File: config.mk
export PLATFORM = sky130hd
export DESIGN_NAME = kv_write_client_flat
export DESIGN_NICKNAME = d
export VERILOG_FILES = /design/src/hw/kv_defines_pkg.sv /design/src/hw/kv_write_if.sv /design/src/hw/kv_write_rule_check.sv /design/src/hw/kv_fsm.sv /design/src/hw/kv_write_client.sv /design/src/flat_wrapper.sv
export SDC_FILE = /design/constraint.sdc
export NUM_CORES = 1
export LEC_CHECK = 0
export BUFFER_PORTS_ARGS = -buffer_cell sky130_fd_sc_hd__buf_2
export CAP_MARGIN = 20
export CORE_AREA = 2 2 232 234
export CTS_CLUSTER_DIAMETER = 200
export DETAILED_ROUTE_END_ITERATION = 7
export DIE_AREA = 0 0 234 236
export SKIP_LAST_GASP = 1
export SYNTH_ARGS = -nofsm -noshare
export SYNTH_HDL_FRONTEND = slang
export SYNTH_HIERARCHICAL = 1
export SYNTH_SLANG_ARGS = --single-unit
File: constraint.sdc
create_clock -name clk -period 5.3 [get_ports clk]
set_input_delay 0.53 -clock clk [delete_from_list [all_inputs] [get_ports clk]]
set_output_delay 0.53 -clock clk [all_outputs]
set_load 0.02 [all_outputs]
File: src/hw/kv_defines_pkg.sv
package kv_defines_pkg;

    // vault geometry
    localparam int KV_NUM_ENTRIES = 8;
    localparam int KV_ENTRY_ADDR_W = 3;
    localparam int KV_ENTRY_DWORDS = 16;
    localparam int KV_ENTRY_SIZE_W = 4;
    localparam int KV_NUM_DEST = 6;

    // widest client result, one full entry
    localparam int KV_DATA_WIDTH = KV_ENTRY_DWORDS * 32;

    // client ids
    localparam int KV_CLIENT_ID_W = 3;

    // entries below this index belong to the owner client only
    localparam logic [KV_ENTRY_ADDR_W-1:0] KV_RSVD_ENTRIES = 3'd2;
    localparam logic [KV_CLIENT_ID_W-1:0] KV_OWNER_ID = 3'd0;

    // dword offset inside one entry
    typedef logic [KV_ENTRY_SIZE_W-1:0] kv_offset_t;

    // client control register
    typedef struct packed {
        logic write_en;
        logic [KV_ENTRY_ADDR_W-1:0] write_entry;
        // destinations that may later consume this key
        logic [KV_NUM_DEST-1:0] write_dest_vld;
    } kv_write_ctrl_reg_t;

    // fields the access rules look at
    typedef struct packed {
        logic [KV_CLIENT_ID_W-1:0] client_id;
        logic [KV_ENTRY_ADDR_W-1:0] write_entry;
        logic debug_locked;
    } kv_write_filter_metrics_t;

    // outcome of the last write
    typedef enum logic [7:0] {
        KV_SUCCESS = 8'h00,
        KV_WRITE_FAIL = 8'h01
    } kv_error_code_e;

endpackage

File: src/hw/kv_write_if.sv
`timescale 1ns/1ns

interface kv_write_if;

    // one dword lands per cycle with write_en high
    logic write_en;
    logic [kv_defines_pkg::KV_ENTRY_ADDR_W-1:0] write_entry;
    kv_defines_pkg::kv_offset_t write_offset;
    logic [31:0] write_data;
    // zero until the final dword of a write
    logic [kv_defines_pkg::KV_NUM_DEST-1:0] write_dest_valid;
    // same-cycle reject from the vault, entry is locked
    logic error;

    modport client (
        output write_en,
        output write_entry,
        output write_offset,
        output write_data,
        output write_dest_valid,
        input error
    );

    modport vault (
        input write_en,
        input write_entry,
        input write_offset,
        input write_data,
        input write_dest_valid,
        output error
    );

endinterface

File: src/hw/kv_write_rule_check.sv
`timescale 1ns/1ns

module kv_write_rule_check (
    input logic clk,
    input logic rst_b,
    input kv_defines_pkg::kv_write_filter_metrics_t write_metrics,
    output logic write_allow
);

    kv_defines_pkg::kv_write_filter_metrics_t metrics_q;
    logic rsvd_target;
    logic owner_client;

    // metrics settle one cycle ahead of the start strobe,
    // so the flopped copy is valid when the strobe arrives
    always_ff @(posedge clk or negedge rst_b) begin
        if (!rst_b) begin
            // come out of reset locked so nothing is allowed yet
            metrics_q <= '{client_id: '0, write_entry: '0, debug_locked: 1'b1};
        end else begin
            metrics_q <= write_metrics;
        end
    end

    // reserved entries sit at the bottom of the vault
    assign rsvd_target = metrics_q.write_entry < kv_defines_pkg::KV_RSVD_ENTRIES;
    assign owner_client = metrics_q.client_id == kv_defines_pkg::KV_OWNER_ID;

    // allow depends only on flopped state
    // debug lock blocks every write
    assign write_allow = !metrics_q.debug_locked && (!rsvd_target || owner_client);

    // an X on the metrics would turn into a bogus allow one cycle later
    metrics_known_a: assert property (
        @(posedge clk) disable iff (!rst_b) !$isunknown(write_metrics)
    );

endmodule

File: src/hw/kv_fsm.sv
`timescale 1ns/1ns

module kv_fsm #(
    parameter int DATA_WIDTH = 512,
    localparam int OFFSET_W = $clog2(DATA_WIDTH / 32)
) (
    input logic clk,
    input logic rst_b,
    input logic zeroize,
    input logic start,
    input logic allow,
    input logic [OFFSET_W:0] num_dwords,
    output logic [OFFSET_W-1:0] read_offset,
    output logic write_en,
    output logic [OFFSET_W-1:0] write_offset,
    output logic write_last,
    output logic ready,
    output logic done
);

    typedef enum logic [1:0] {
        ST_IDLE,
        ST_WRITE,
        ST_DONE
    } state_e;

    state_e state_q;
    logic [OFFSET_W-1:0] cnt_q;
    logic [OFFSET_W:0] last_idx;
    logic at_last;

    // index of the final dword, num_dwords is held for the whole write
    assign last_idx = num_dwords - 1'b1;
    assign at_last = {1'b0, cnt_q} == last_idx;

    always_ff @(posedge clk or negedge rst_b) begin
        if (!rst_b) begin
            state_q <= ST_IDLE;
            cnt_q <= '0;
        end else if (zeroize) begin
            // abandon any write in flight
            state_q <= ST_IDLE;
            cnt_q <= '0;
        end else begin
            case (state_q)
                ST_IDLE: begin
                    cnt_q <= '0;
                    if (start) begin
                        // denied or empty write skips straight to done
                        if (allow && (num_dwords != '0)) begin
                            state_q <= ST_WRITE;
                        end else begin
                            state_q <= ST_DONE;
                        end
                    end
                end
                ST_WRITE: begin
                    if (at_last) begin
                        state_q <= ST_DONE;
                    end else begin
                        cnt_q <= cnt_q + 1'b1;
                    end
                end
                ST_DONE: begin
                    // single cycle done pulse
                    state_q <= ST_IDLE;
                    cnt_q <= '0;
                end
                default: begin
                    state_q <= ST_IDLE;
                end
            endcase
        end
    end

    // no padding, source and destination step together
    assign read_offset = cnt_q;
    assign write_offset = cnt_q;
    assign write_en = state_q == ST_WRITE;
    assign write_last = write_en && at_last;
    assign ready = state_q == ST_IDLE;
    assign done = state_q == ST_DONE;

    // idle only leaves for the write state on an allowed start
    no_write_in_idle_a: assert property (
        @(posedge clk) disable iff (!rst_b) (ready && !(start && allow)) |=> !write_en
    );

endmodule

File: src/hw/kv_write_client.sv
`timescale 1ns/1ns

module kv_write_client #(
    parameter int DATA_WIDTH = 512,
    parameter bit KV_WRITE_SWAP_DWORDS = 1'b1,
    localparam int OFFSET_W = $clog2(DATA_WIDTH / 32),
    localparam int DATA_NUM_DWORDS = DATA_WIDTH / 32
) (
    input logic clk,
    input logic rst_b,
    input logic zeroize,
    input logic [OFFSET_W:0] num_dwords,
    input kv_defines_pkg::kv_write_ctrl_reg_t write_ctrl_reg,
    // must be stable one cycle before dest_data_avail
    input kv_defines_pkg::kv_write_filter_metrics_t write_metrics,
    input logic dest_data_avail,
    input logic [DATA_NUM_DWORDS-1:0][31:0] dest_data,
    kv_write_if.client kv,
    output logic dest_keyvault,
    output kv_defines_pkg::kv_error_code_e error_code,
    output logic kv_ready,
    output logic dest_done
);

    logic write_allow;
    logic start;
    logic [OFFSET_W-1:0] read_offset;
    logic [OFFSET_W-1:0] write_offset;
    logic [OFFSET_W-1:0] sel_offset;
    logic write_en;
    logic write_last;

    kv_write_rule_check u_rule_check (
        .clk(clk),
        .rst_b(rst_b),
        .write_metrics(write_metrics),
        .write_allow(write_allow)
    );

    // strobes arriving mid-write are dropped here
    assign start = dest_data_avail && write_ctrl_reg.write_en && kv_ready;

    kv_fsm #(
        .DATA_WIDTH(DATA_WIDTH)
    ) u_fsm (
        .clk(clk),
        .rst_b(rst_b),
        .zeroize(zeroize),
        .start(start),
        .allow(write_allow),
        .num_dwords(num_dwords),
        .read_offset(read_offset),
        .write_en(write_en),
        .write_offset(write_offset),
        .write_last(write_last),
        .ready(kv_ready),
        .done(dest_done)
    );

    assign dest_keyvault = write_ctrl_reg.write_en;

    // swapped mode walks the result from its top dword down
    assign sel_offset = KV_WRITE_SWAP_DWORDS ? OFFSET_W'(DATA_NUM_DWORDS - 1) - read_offset
                                             : read_offset;

    assign kv.write_en = write_en;
    assign kv.write_entry = write_ctrl_reg.write_entry;
    assign kv.write_offset = kv_defines_pkg::kv_offset_t'(write_offset);
    assign kv.write_data = dest_data[sel_offset];
    // entry stays unusable until its last dword is in
    assign kv.write_dest_valid = write_last ? write_ctrl_reg.write_dest_vld : '0;

    always_ff @(posedge clk or negedge rst_b) begin
        if (!rst_b) begin
            error_code <= kv_defines_pkg::KV_SUCCESS;
        end else if (zeroize) begin
            error_code <= kv_defines_pkg::KV_SUCCESS;
        end else if (start && !write_allow) begin
            // refused by the rules, no dwords go out
            error_code <= kv_defines_pkg::KV_WRITE_FAIL;
        end else if (write_en) begin
            // each dword response overwrites, the final one sticks
            error_code <= kv.error ? kv_defines_pkg::KV_WRITE_FAIL : kv_defines_pkg::KV_SUCCESS;
        end
    end

    // the client is told done right after the closing dword
    last_then_done_a: assert property (
        @(posedge clk) disable iff (!rst_b || zeroize) write_last |=> dest_done
    );

endmodule

File: src/flat_wrapper.sv
// flat-port wrapper written by rule: the top's interface ports become plain ports
module kv_write_client_flat 
#(
    parameter int DATA_WIDTH = 512,
    parameter bit KV_WRITE_SWAP_DWORDS = 1'b1,
    localparam int OFFSET_W = $clog2(DATA_WIDTH / 32),
    localparam int DATA_NUM_DWORDS = DATA_WIDTH / 32
)
  (clk, rst_b, zeroize, num_dwords, write_ctrl_reg, write_metrics, dest_data_avail, dest_data, dest_keyvault, error_code, kv_ready, dest_done, kv_write_en, kv_write_entry, kv_write_offset, kv_write_data, kv_write_dest_valid, kv_error);
  kv_write_if kv_i ();
  input logic clk;
  input logic rst_b;
  input logic zeroize;
  input logic [OFFSET_W:0] num_dwords;
  input kv_defines_pkg::kv_write_ctrl_reg_t write_ctrl_reg;
  input kv_defines_pkg::kv_write_filter_metrics_t write_metrics;
  input logic dest_data_avail;
  input logic [DATA_NUM_DWORDS-1:0][31:0] dest_data;
  output logic dest_keyvault;
  output kv_defines_pkg::kv_error_code_e error_code;
  output logic kv_ready;
  output logic dest_done;
  output wire logic [$bits(kv_i.write_en)-1:0] kv_write_en;
  output wire logic [$bits(kv_i.write_entry)-1:0] kv_write_entry;
  output wire logic [$bits(kv_i.write_offset)-1:0] kv_write_offset;
  output wire logic [$bits(kv_i.write_data)-1:0] kv_write_data;
  output wire logic [$bits(kv_i.write_dest_valid)-1:0] kv_write_dest_valid;
  input wire logic [$bits(kv_i.error)-1:0] kv_error;
  assign kv_write_en = kv_i.write_en;
  assign kv_write_entry = kv_i.write_entry;
  assign kv_write_offset = kv_i.write_offset;
  assign kv_write_data = kv_i.write_data;
  assign kv_write_dest_valid = kv_i.write_dest_valid;
  assign kv_i.error = kv_error;
  kv_write_client #(.DATA_WIDTH(DATA_WIDTH), .KV_WRITE_SWAP_DWORDS(KV_WRITE_SWAP_DWORDS)) u_core (.clk(clk), .rst_b(rst_b), .zeroize(zeroize), .num_dwords(num_dwords), .write_ctrl_reg(write_ctrl_reg), .write_metrics(write_metrics), .dest_data_avail(dest_data_avail), .dest_data(dest_data), .kv(kv_i), .dest_keyvault(dest_keyvault), .error_code(error_code), .kv_ready(kv_ready), .dest_done(dest_done));
endmodule
# Word-level counts from Yosys, hierarchy flattened

Cells that the tools add are included.

Reductions and logical operators: 18
$lt $le $gt $ge: 2
Mux-type cells: 15
Equality and inequality tests: 6
$add $sub $neg: 3

Operator list:

| operator                                                             | number |
|---|---|
| 32-bit binary-select mux with 4-bit select                           | 1 |
| 32-bit two-way mux                                                   | 1 |
| 8-bit two-way mux                                                    | 3 |
| 2-bit two-way mux                                                    | 4 |
| 4-bit two-way mux                                                    | 2 |
| 4-bit one-hot mux with 2 select lines                                | 1 |
| 1-bit logical AND                                                    | 6 |
| 6-bit two-way mux                                                    | 1 |
| 3-bit != test, second input constant                                 | 2 |
| 3-bit nonzero test                                                   | 2 |
| 4-bit by 5-bit == test with 1-bit output                             | 1 |
| 4-bit by 5-bit < comparator with 1-bit output, second input constant | 1 |
| 5-bit nonzero test                                                   | 1 |
| 5-bit by 1-bit subtractor with 5-bit output, second input constant   | 1 |
| 4-bit by 1-bit adder with 4-bit output, second input constant        | 1 |
| 2-bit one-hot mux with 2 select lines                                | 1 |
| 2-bit AND reduction                                                  | 2 |
| 4-bit subtractor, first input constant                               | 1 |
| 1-bit zero test                                                      | 3 |
| 3-bit zero test                                                      | 1 |
| 3-bit by 2-bit < comparator with 1-bit output, second input constant | 1 |
| 3-bit by 2-bit != test with 1-bit output, second input constant      | 1 |
| 2-bit by 1-bit == test with 1-bit output, second input constant      | 1 |
| 2-bit == test, second input constant                                 | 1 |
| 4 further kinds                                                      | 4 |

Output and inout bits: 57
Input bits: 539
Register bits: 21
Logic and storage cells: 50

# Longest topological paths before layout

Word-level depth: 9
Mapped depth: 7
Gate-level depth less buffers: 7

# Modules after synthesis

Netlist, hierarchy kept.

Modules (own cells, without submodules):

| module              | times used | cells an instance | area an instance (µm²) | sequential area each (µm²) |
|---|---|---|---|---|
| kv_write_client     | 1          | 294               | 3887.5                 | 25.0 |
| kv_fsm              | 1          | 55                | 501.7                  | 150.1 |
| kv_write_rule_check | 1          | 9                 | 166.4                  | 151.4 |

# Worst setup path after synthesis

No wires, ideal clock.

Kind: input-to-output
Start point: in num_dwords[0]
End point: out kv_write_dest_valid[0]
Stages: 7
Arrival: 1.990 ns
Path slack: 2.780 ns
Path through: inv_1 -> ha_1 -> xor2_1 -> xnor2_1 -> nand4_1 -> nor3b_1 -> and2_1

Word-level cells in the longest chain between the ends: 4

RTL lines:

| item                                        | line                  | source |
|---|---|---|
| from (decl)                                 | flat_wrapper.sv:14    | `input logic [OFFSET_W:0] num_dwords;` |
| 5-bit by 1-bit subtractor with 5-bit output | kv_fsm.sv:33          | `assign last_idx = num_dwords - 1'b1;` |
| 4-bit by 5-bit == test with 1-bit output    | kv_fsm.sv:34          | `assign at_last = {1'b0, cnt_q} == last_idx;` |
| 1-bit logical AND                           | kv_fsm.sv:80          | `assign write_last = write_en && at_last;` |
| via u_core.write_last                       | kv_write_client.sv:31 | `logic write_last;` |
| 6-bit two-way mux                           | kv_write_client.sv:71 | `assign kv.write_dest_valid = write_last ? write_ctrl_reg.write_dest_vld : '0;` |
| to (decl)                                   | flat_wrapper.sv:27    | `output wire logic [$bits(kv_i.write_dest_valid)-1:0] kv_write_dest_valid;` |

The timed path passes the listed nets, and every way through them passes these cells.

# Worst setup path in the final report

Start point: reg u_core.u_fsm.cnt_q[0] (netlist: u_core/u_fsm/read_offset[0])
End point: out kv_write_data[29]

Word-level cells in the longest chain between the ends: 3

RTL lines:

| item                                       | line                  | source |
|---|---|---|
| from (decl)                                | kv_fsm.sv:28          | `logic [OFFSET_W-1:0] cnt_q;` |
| from (signal assigned)                     | kv_fsm.sv:61          | `cnt_q <= cnt_q + 1'b1;` |
| 4-bit subtractor                           | kv_write_client.sv:63 | `assign sel_offset = KV_WRITE_SWAP_DWORDS ? OFFSET_W'(DATA_NUM_DWORDS - 1) - read_offset` |
| 32-bit binary-select mux with 4-bit select | kv_write_client.sv:69 | `assign kv.write_data = dest_data[sel_offset];` |
| 32-bit two-way mux (implied by the code)   | kv_write_client.sv:69 |  |
| to (decl)                                  | flat_wrapper.sv:26    | `output wire logic [$bits(kv_i.write_data)-1:0] kv_write_data;` |

Every way passes these cells. The select of a mux whose other input is x is not followed.

==> results.md <==
- The share of the synthesized area in compound gates (AO/OA/AOI/OAI) is 12.2%.
- The share of cells above drive strength 1 is 81.5%.
- The post-synthesis adder-cell area fraction is 0.549%.
- The setup violation total in the final timing report is 0.
- The launch instance of the worst register-to-register path is u_core/u_fsm/read_offset[1]$_DFFE_PN0P_.
- The part of the Yosys area used for sequential elements is 7.17%.
- STA classifies the critical path startpoint as a flop.
- The final period demand of the worst path is 3.33 ns.
- The combinational group share of total power is 65.7%.
- The worst register-to-register path ends at u_core/u_fsm/state_q[1]$_DFFE_PN0P_.
- The highest layer touched by signal routing is met4.
- After layout, the worst path uses 62.9% of the clock period.
- Per report_power, the sequential group accounts for 15.2% of the total.
- The number of buffer cells added on primary ports is 581.
- The die covers 55200 um^2.
- The buffer count from post-CTS setup fixing is 0.
- The effective utilization at floorplan is 8.58%.
- The maximum clock frequency is 300 MHz.
- The H-tree depth is 1.
- Detailed routing placed a total of 2690 um of wire on met3.
- The mean instance size in the synthesized netlist is 12.7 um^2.
- The flop and latch count out of synthesis is 13.
- The number of clock buffers added by TritonCTS is 3.
- The analysis attributes to net switching a power of 0.245 mW.
- For the pin with the worst max-slew slack, the measured transition is 0.688 ns.
- The die is 234 um wide.
- Counting flops with a built-in enable in the synthesized netlist gives 0.
- By startpoint and endpoint, the worst setup path is classified as flop to primary output.
- The flow ran to the end, and the final reports show no timing, DRC or antenna violations.
- The maximum resistive drop on vdd is 110 uV.
- The first global-routing pass estimated 39600 um of wire.
- The routed length on met2 is 15500 um.
- Row generation in the floorplan step produced 85 rows.
- The count of nets left with antenna violations once routing finished came out at 0.
- The placeable core area is 53100 um^2.
- For this design the ratio of total power to cell area is 88.5 nW/um^2.
- After clock tree synthesis, the repair step resized 0 gates.
- CTS saw 13 sinks.
- Setup repair after global routing left no endpoint under its margin.
- The required time of the worst setup path is 4.77 ns.
- The synthesized netlist contains 33 unique library cells.
- Headroom to the max-slew limit came out at 54.1%.
- In this run switching power makes up 33.6% of total power.
- The I/O pin total is 596.
- In the routed design, unresolved DRC markers number 0.
- The netlist area before placement is 4560 um^2.
- Of the total power, the clock network draws 19.0%.
- The clock transition at the registers of the reported paths is 0.04 ns.
- Of the total synthesized cell area, the portion taken by AND, OR, NAND and NOR gates is 7.14%.
- The post-layout net count is 1441.
- The combinational family with the most area after synthesis is multiplexers.
- The leakage power is 3.61 nW.
- The Yosys step of the flow raised 6 warnings.
- The setup slack after layout is 1.97 ns.
- Data on the critical path arrives at its endpoint at 2.80 ns.
- The kind of end point of the critical path is a primary output.
- Measured against the total synthesized area, the mux share comes to 64.0%.
- The count of routing violations after the opening detailed-route iteration is 269.
- The tree is rooted in a sky130_fd_sc_hd__clkbuf_16.
- The total number of vias is 6130.
- The remaining global-route overflow is 0.
- The post-cts hold buffer count is 0.
- Counting every instance in the synthesized netlist gives 358.
- For this run, the total global-route usage over all layers was measured as 9.93%.
- For this run, asynchronously set or reset flops after synthesis account for 100%.
- The routed wire length per instance is 18.9 um.
- The most frequently used flop master after synthesis is sky130_fd_sc_hd__dfrtp_1.
- Before CTS, the worst setup slack after placement is 2.01 ns.
- Relative to the synthesized area, the layout overhead comes to 81.2%.
- TritonCTS built the clock tree.
- The type of the worst min-delay path is primary input to asynchronous set/reset pin.
- The maximum fanout along the worst path is 22.
- The maximum number of pins on one net before global-route repair is 72.
- After routing, the total negative slack on setup checks comes to 0 ns.
- The routed length on met1 is 10800 um.
- Max-cap violations in this run came to 0.
- The final number of hold-violating endpoints is 0.
- Across all register-to-register paths, the minimum setup slack is 3.31 ns.
- Walking the worst path, the cells encountered are buf_4 > mux4_2 > a22oi_1 > nand2_1 > buf_2.
- The number of antenna violations at the first check in global routing was 9.
- On the final layout, the worst clock skew is 0.00253 ns.
- The clock reaches the later pin of the worst-skew pair after 0.24 ns.
- The slowest stage of the critical path is the sky130_fd_sc_hd__dfrtp_4 cell.
- The total detailed-routing wirelength is 30300 um.
- Summed over all nets, the half-perimeter wirelength after detailed placement is 26300 um.
- The number of max-slew violations in the final report is 0.
- Routability-driven placement finished with a final weighted congestion of 0.837.
- The buffer levels on the longest clock path is 2.
- The die extent in y is 236 um.
- Summing the areas of all xor and xnor instances in the mapped netlist gives 1.54% of the synthesized area.
- The number of detailed-route iterations in the first pass is 4.
- The internal portion of the total power is 0.485 mW.
- The via density per instance is 3.83.
- The via count of the first global-routing pass is 6361.
- On the worst path, the slowest cell contributes a delay of 0.70 ns.
- The cell count of the worst reg-to-reg path is 5.
==> Yosys cell counts (5+ instances only) <==
master                     number  area, um^2
sky130_fd_sc_hd__clkbuf_1      18        67.6
sky130_fd_sc_hd__buf_1          9        33.8
sky130_fd_sc_hd__nor2_1         6        22.5
sky130_fd_sc_hd__buf_4         24         180
sky130_fd_sc_hd__xnor2_1        6        52.6
sky130_fd_sc_hd__mux4_2       128        2880
sky130_fd_sc_hd__and2_1         7        43.8
sky130_fd_sc_hd__dfrtp_1       12         300
sky130_fd_sc_hd__nand2_1       36         135
sky130_fd_sc_hd__nor2b_1        5        31.3
sky130_fd_sc_hd__a22oi_1       64         480
sky130_fd_sc_hd__buf_2          8        40.0
==> per-layer routing <==
| metal | GRT usage (%) | up-vias |
|---|---|---|
| met5 | 0 | - |
| met4 | 4.43 | 0 |
| met3 | 1.47 | 48 |
| met2 | 18.6 | 466 |
| met1 | 10.9 | 2980 |
| li1 | - | 2636 |
==> logic make-up (layout without fill, tap and decap cells) <==
kind of cell               count (synthesis)  in the layout
other                                      1             13
muxes                                    131            131
adders and majority gates                  2              2
DFF                                       13             13
buffers and inverters                     63            598
and+or+nand+nor                           67             67
xor gates and xnor gates                   8              8
AOI/OAI and AO/OA                         73             73
==> critical path: cells and delay by family (launching register included) <==
kind	cells	cell delay (ns)
AND/OR/NAND/NOR	1	0.11
buffers and inverters	2	0.63
multiplexers	1	0.56
AO/OA/AOI/OAI	1	0.54
flip-flops	1	0.70
==> registers in the layout (all words and copies together) (netlist names) <==
register,count
u_core/u_rule_check/metrics_q,6
u_core/error_code,1
u_core/u_fsm/state_q,2
u_core/u_fsm/read_offset,4
==> layout make-up <==
| class | count | area (um^2) |
|---|---|---|
| fillers | 5948 | 44800 |
| clock buffers | 4 | 78.8 |
| multi-input cells | 288 | 3940 |
| repair buffers | 590 | 3000 |
| diodes | 6 | 15.0 |
| flip-flops and latches | 13 | 334 |
| well taps | 696 | 871 |
| inverters | 4 | 15.0 |
==> how the worst max path moves through the flow <==
stage	startpoint	to	slack, ns	cells past startpoint
after CTS	u_core/u_fsm/read_offset[0]$_DFFE_PN0P_	kv_write_data[28]	1.75	5
after global placement	u_core/u_fsm/read_offset[0]$_DFFE_PN0P_	kv_write_data[27]	2.07	5
after detailed placement	u_core/u_fsm/read_offset[0]$_DFFE_PN0P_	kv_write_data[28]	2.01	5
final	u_core/u_fsm/read_offset[0]$_DFFE_PN0P_	kv_write_data[29]	1.97	5
after global routing	u_core/u_fsm/read_offset[0]$_DFFE_PN0P_	kv_write_data[28]	1.66	5
after floorplan	num_dwords[0]	kv_write_dest_valid[0]	2.78	7
==> cell usage in the layout, fill, tap and decap left out, types with 2 or more instances in the layout <==
cell | Yosys | routed
sky130_fd_sc_hd__dfrtp_4 | 0 | 2
sky130_fd_sc_hd__nor2b_4 | 0 | 2
sky130_fd_sc_hd__inv_1 | 4 | 4
sky130_fd_sc_hd__diode_2 | 0 | 6
sky130_fd_sc_hd__mux4_2 | 128 | 128
sky130_fd_sc_hd__nand4_1 | 2 | 2
sky130_fd_sc_hd__dfrtp_1 | 12 | 10
sky130_fd_sc_hd__and2_1 | 7 | 6
sky130_fd_sc_hd__buf_2 | 8 | 581
sky130_fd_sc_hd__buf_4 | 24 | 7
sky130_fd_sc_hd__mux2i_1 | 2 | 2
sky130_fd_sc_hd__nor2_1 | 6 | 5
sky130_fd_sc_hd__nand2b_1 | 4 | 4
sky130_fd_sc_hd__xor2_1 | 2 | 2
sky130_fd_sc_hd__nor2b_1 | 5 | 3
sky130_fd_sc_hd__xnor2_1 | 6 | 6
sky130_fd_sc_hd__a21oi_1 | 4 | 4
sky130_fd_sc_hd__o21ai_0 | 2 | 2
sky130_fd_sc_hd__buf_12 | 0 | 2
sky130_fd_sc_hd__nand2_1 | 36 | 36
sky130_fd_sc_hd__ha_1 | 2 | 2
sky130_fd_sc_hd__conb_1 | 1 | 7
sky130_fd_sc_hd__a22oi_1 | 64 | 64
sky130_fd_sc_hd__clkbuf_16 | 0 | 3
==> per-stage QoR <==
step	hold WS, ns	cells	total power [mW]	utilization [%]	instance area, um^2
floorplan	0.234	364	0.328	-	4580
global placement	0.448	1591	0.584	15.4	8160
detailed placement	0.447	1591	0.595	15.4	8160
CTS	0.193	1595	0.740	15.5	8240
global route	0.204	1600	0.775	15.5	8250
finish	0.180	1601	0.730	15.6	8250
==> power by group through the flow <==
stage          registers [mW]  logic, mW  clock network [mW]
5_1_grt                 0.112      0.514               0.149
4_1_cts                 0.112      0.484               0.144
3_5_place_dp            0.113      0.482                   0
2_1_floorplan           0.108      0.219                   0
3_3_place_gp            0.113      0.472                   0
6_report                0.111      0.480               0.139
No activity file was read; power rests on OpenSTA's default activity.
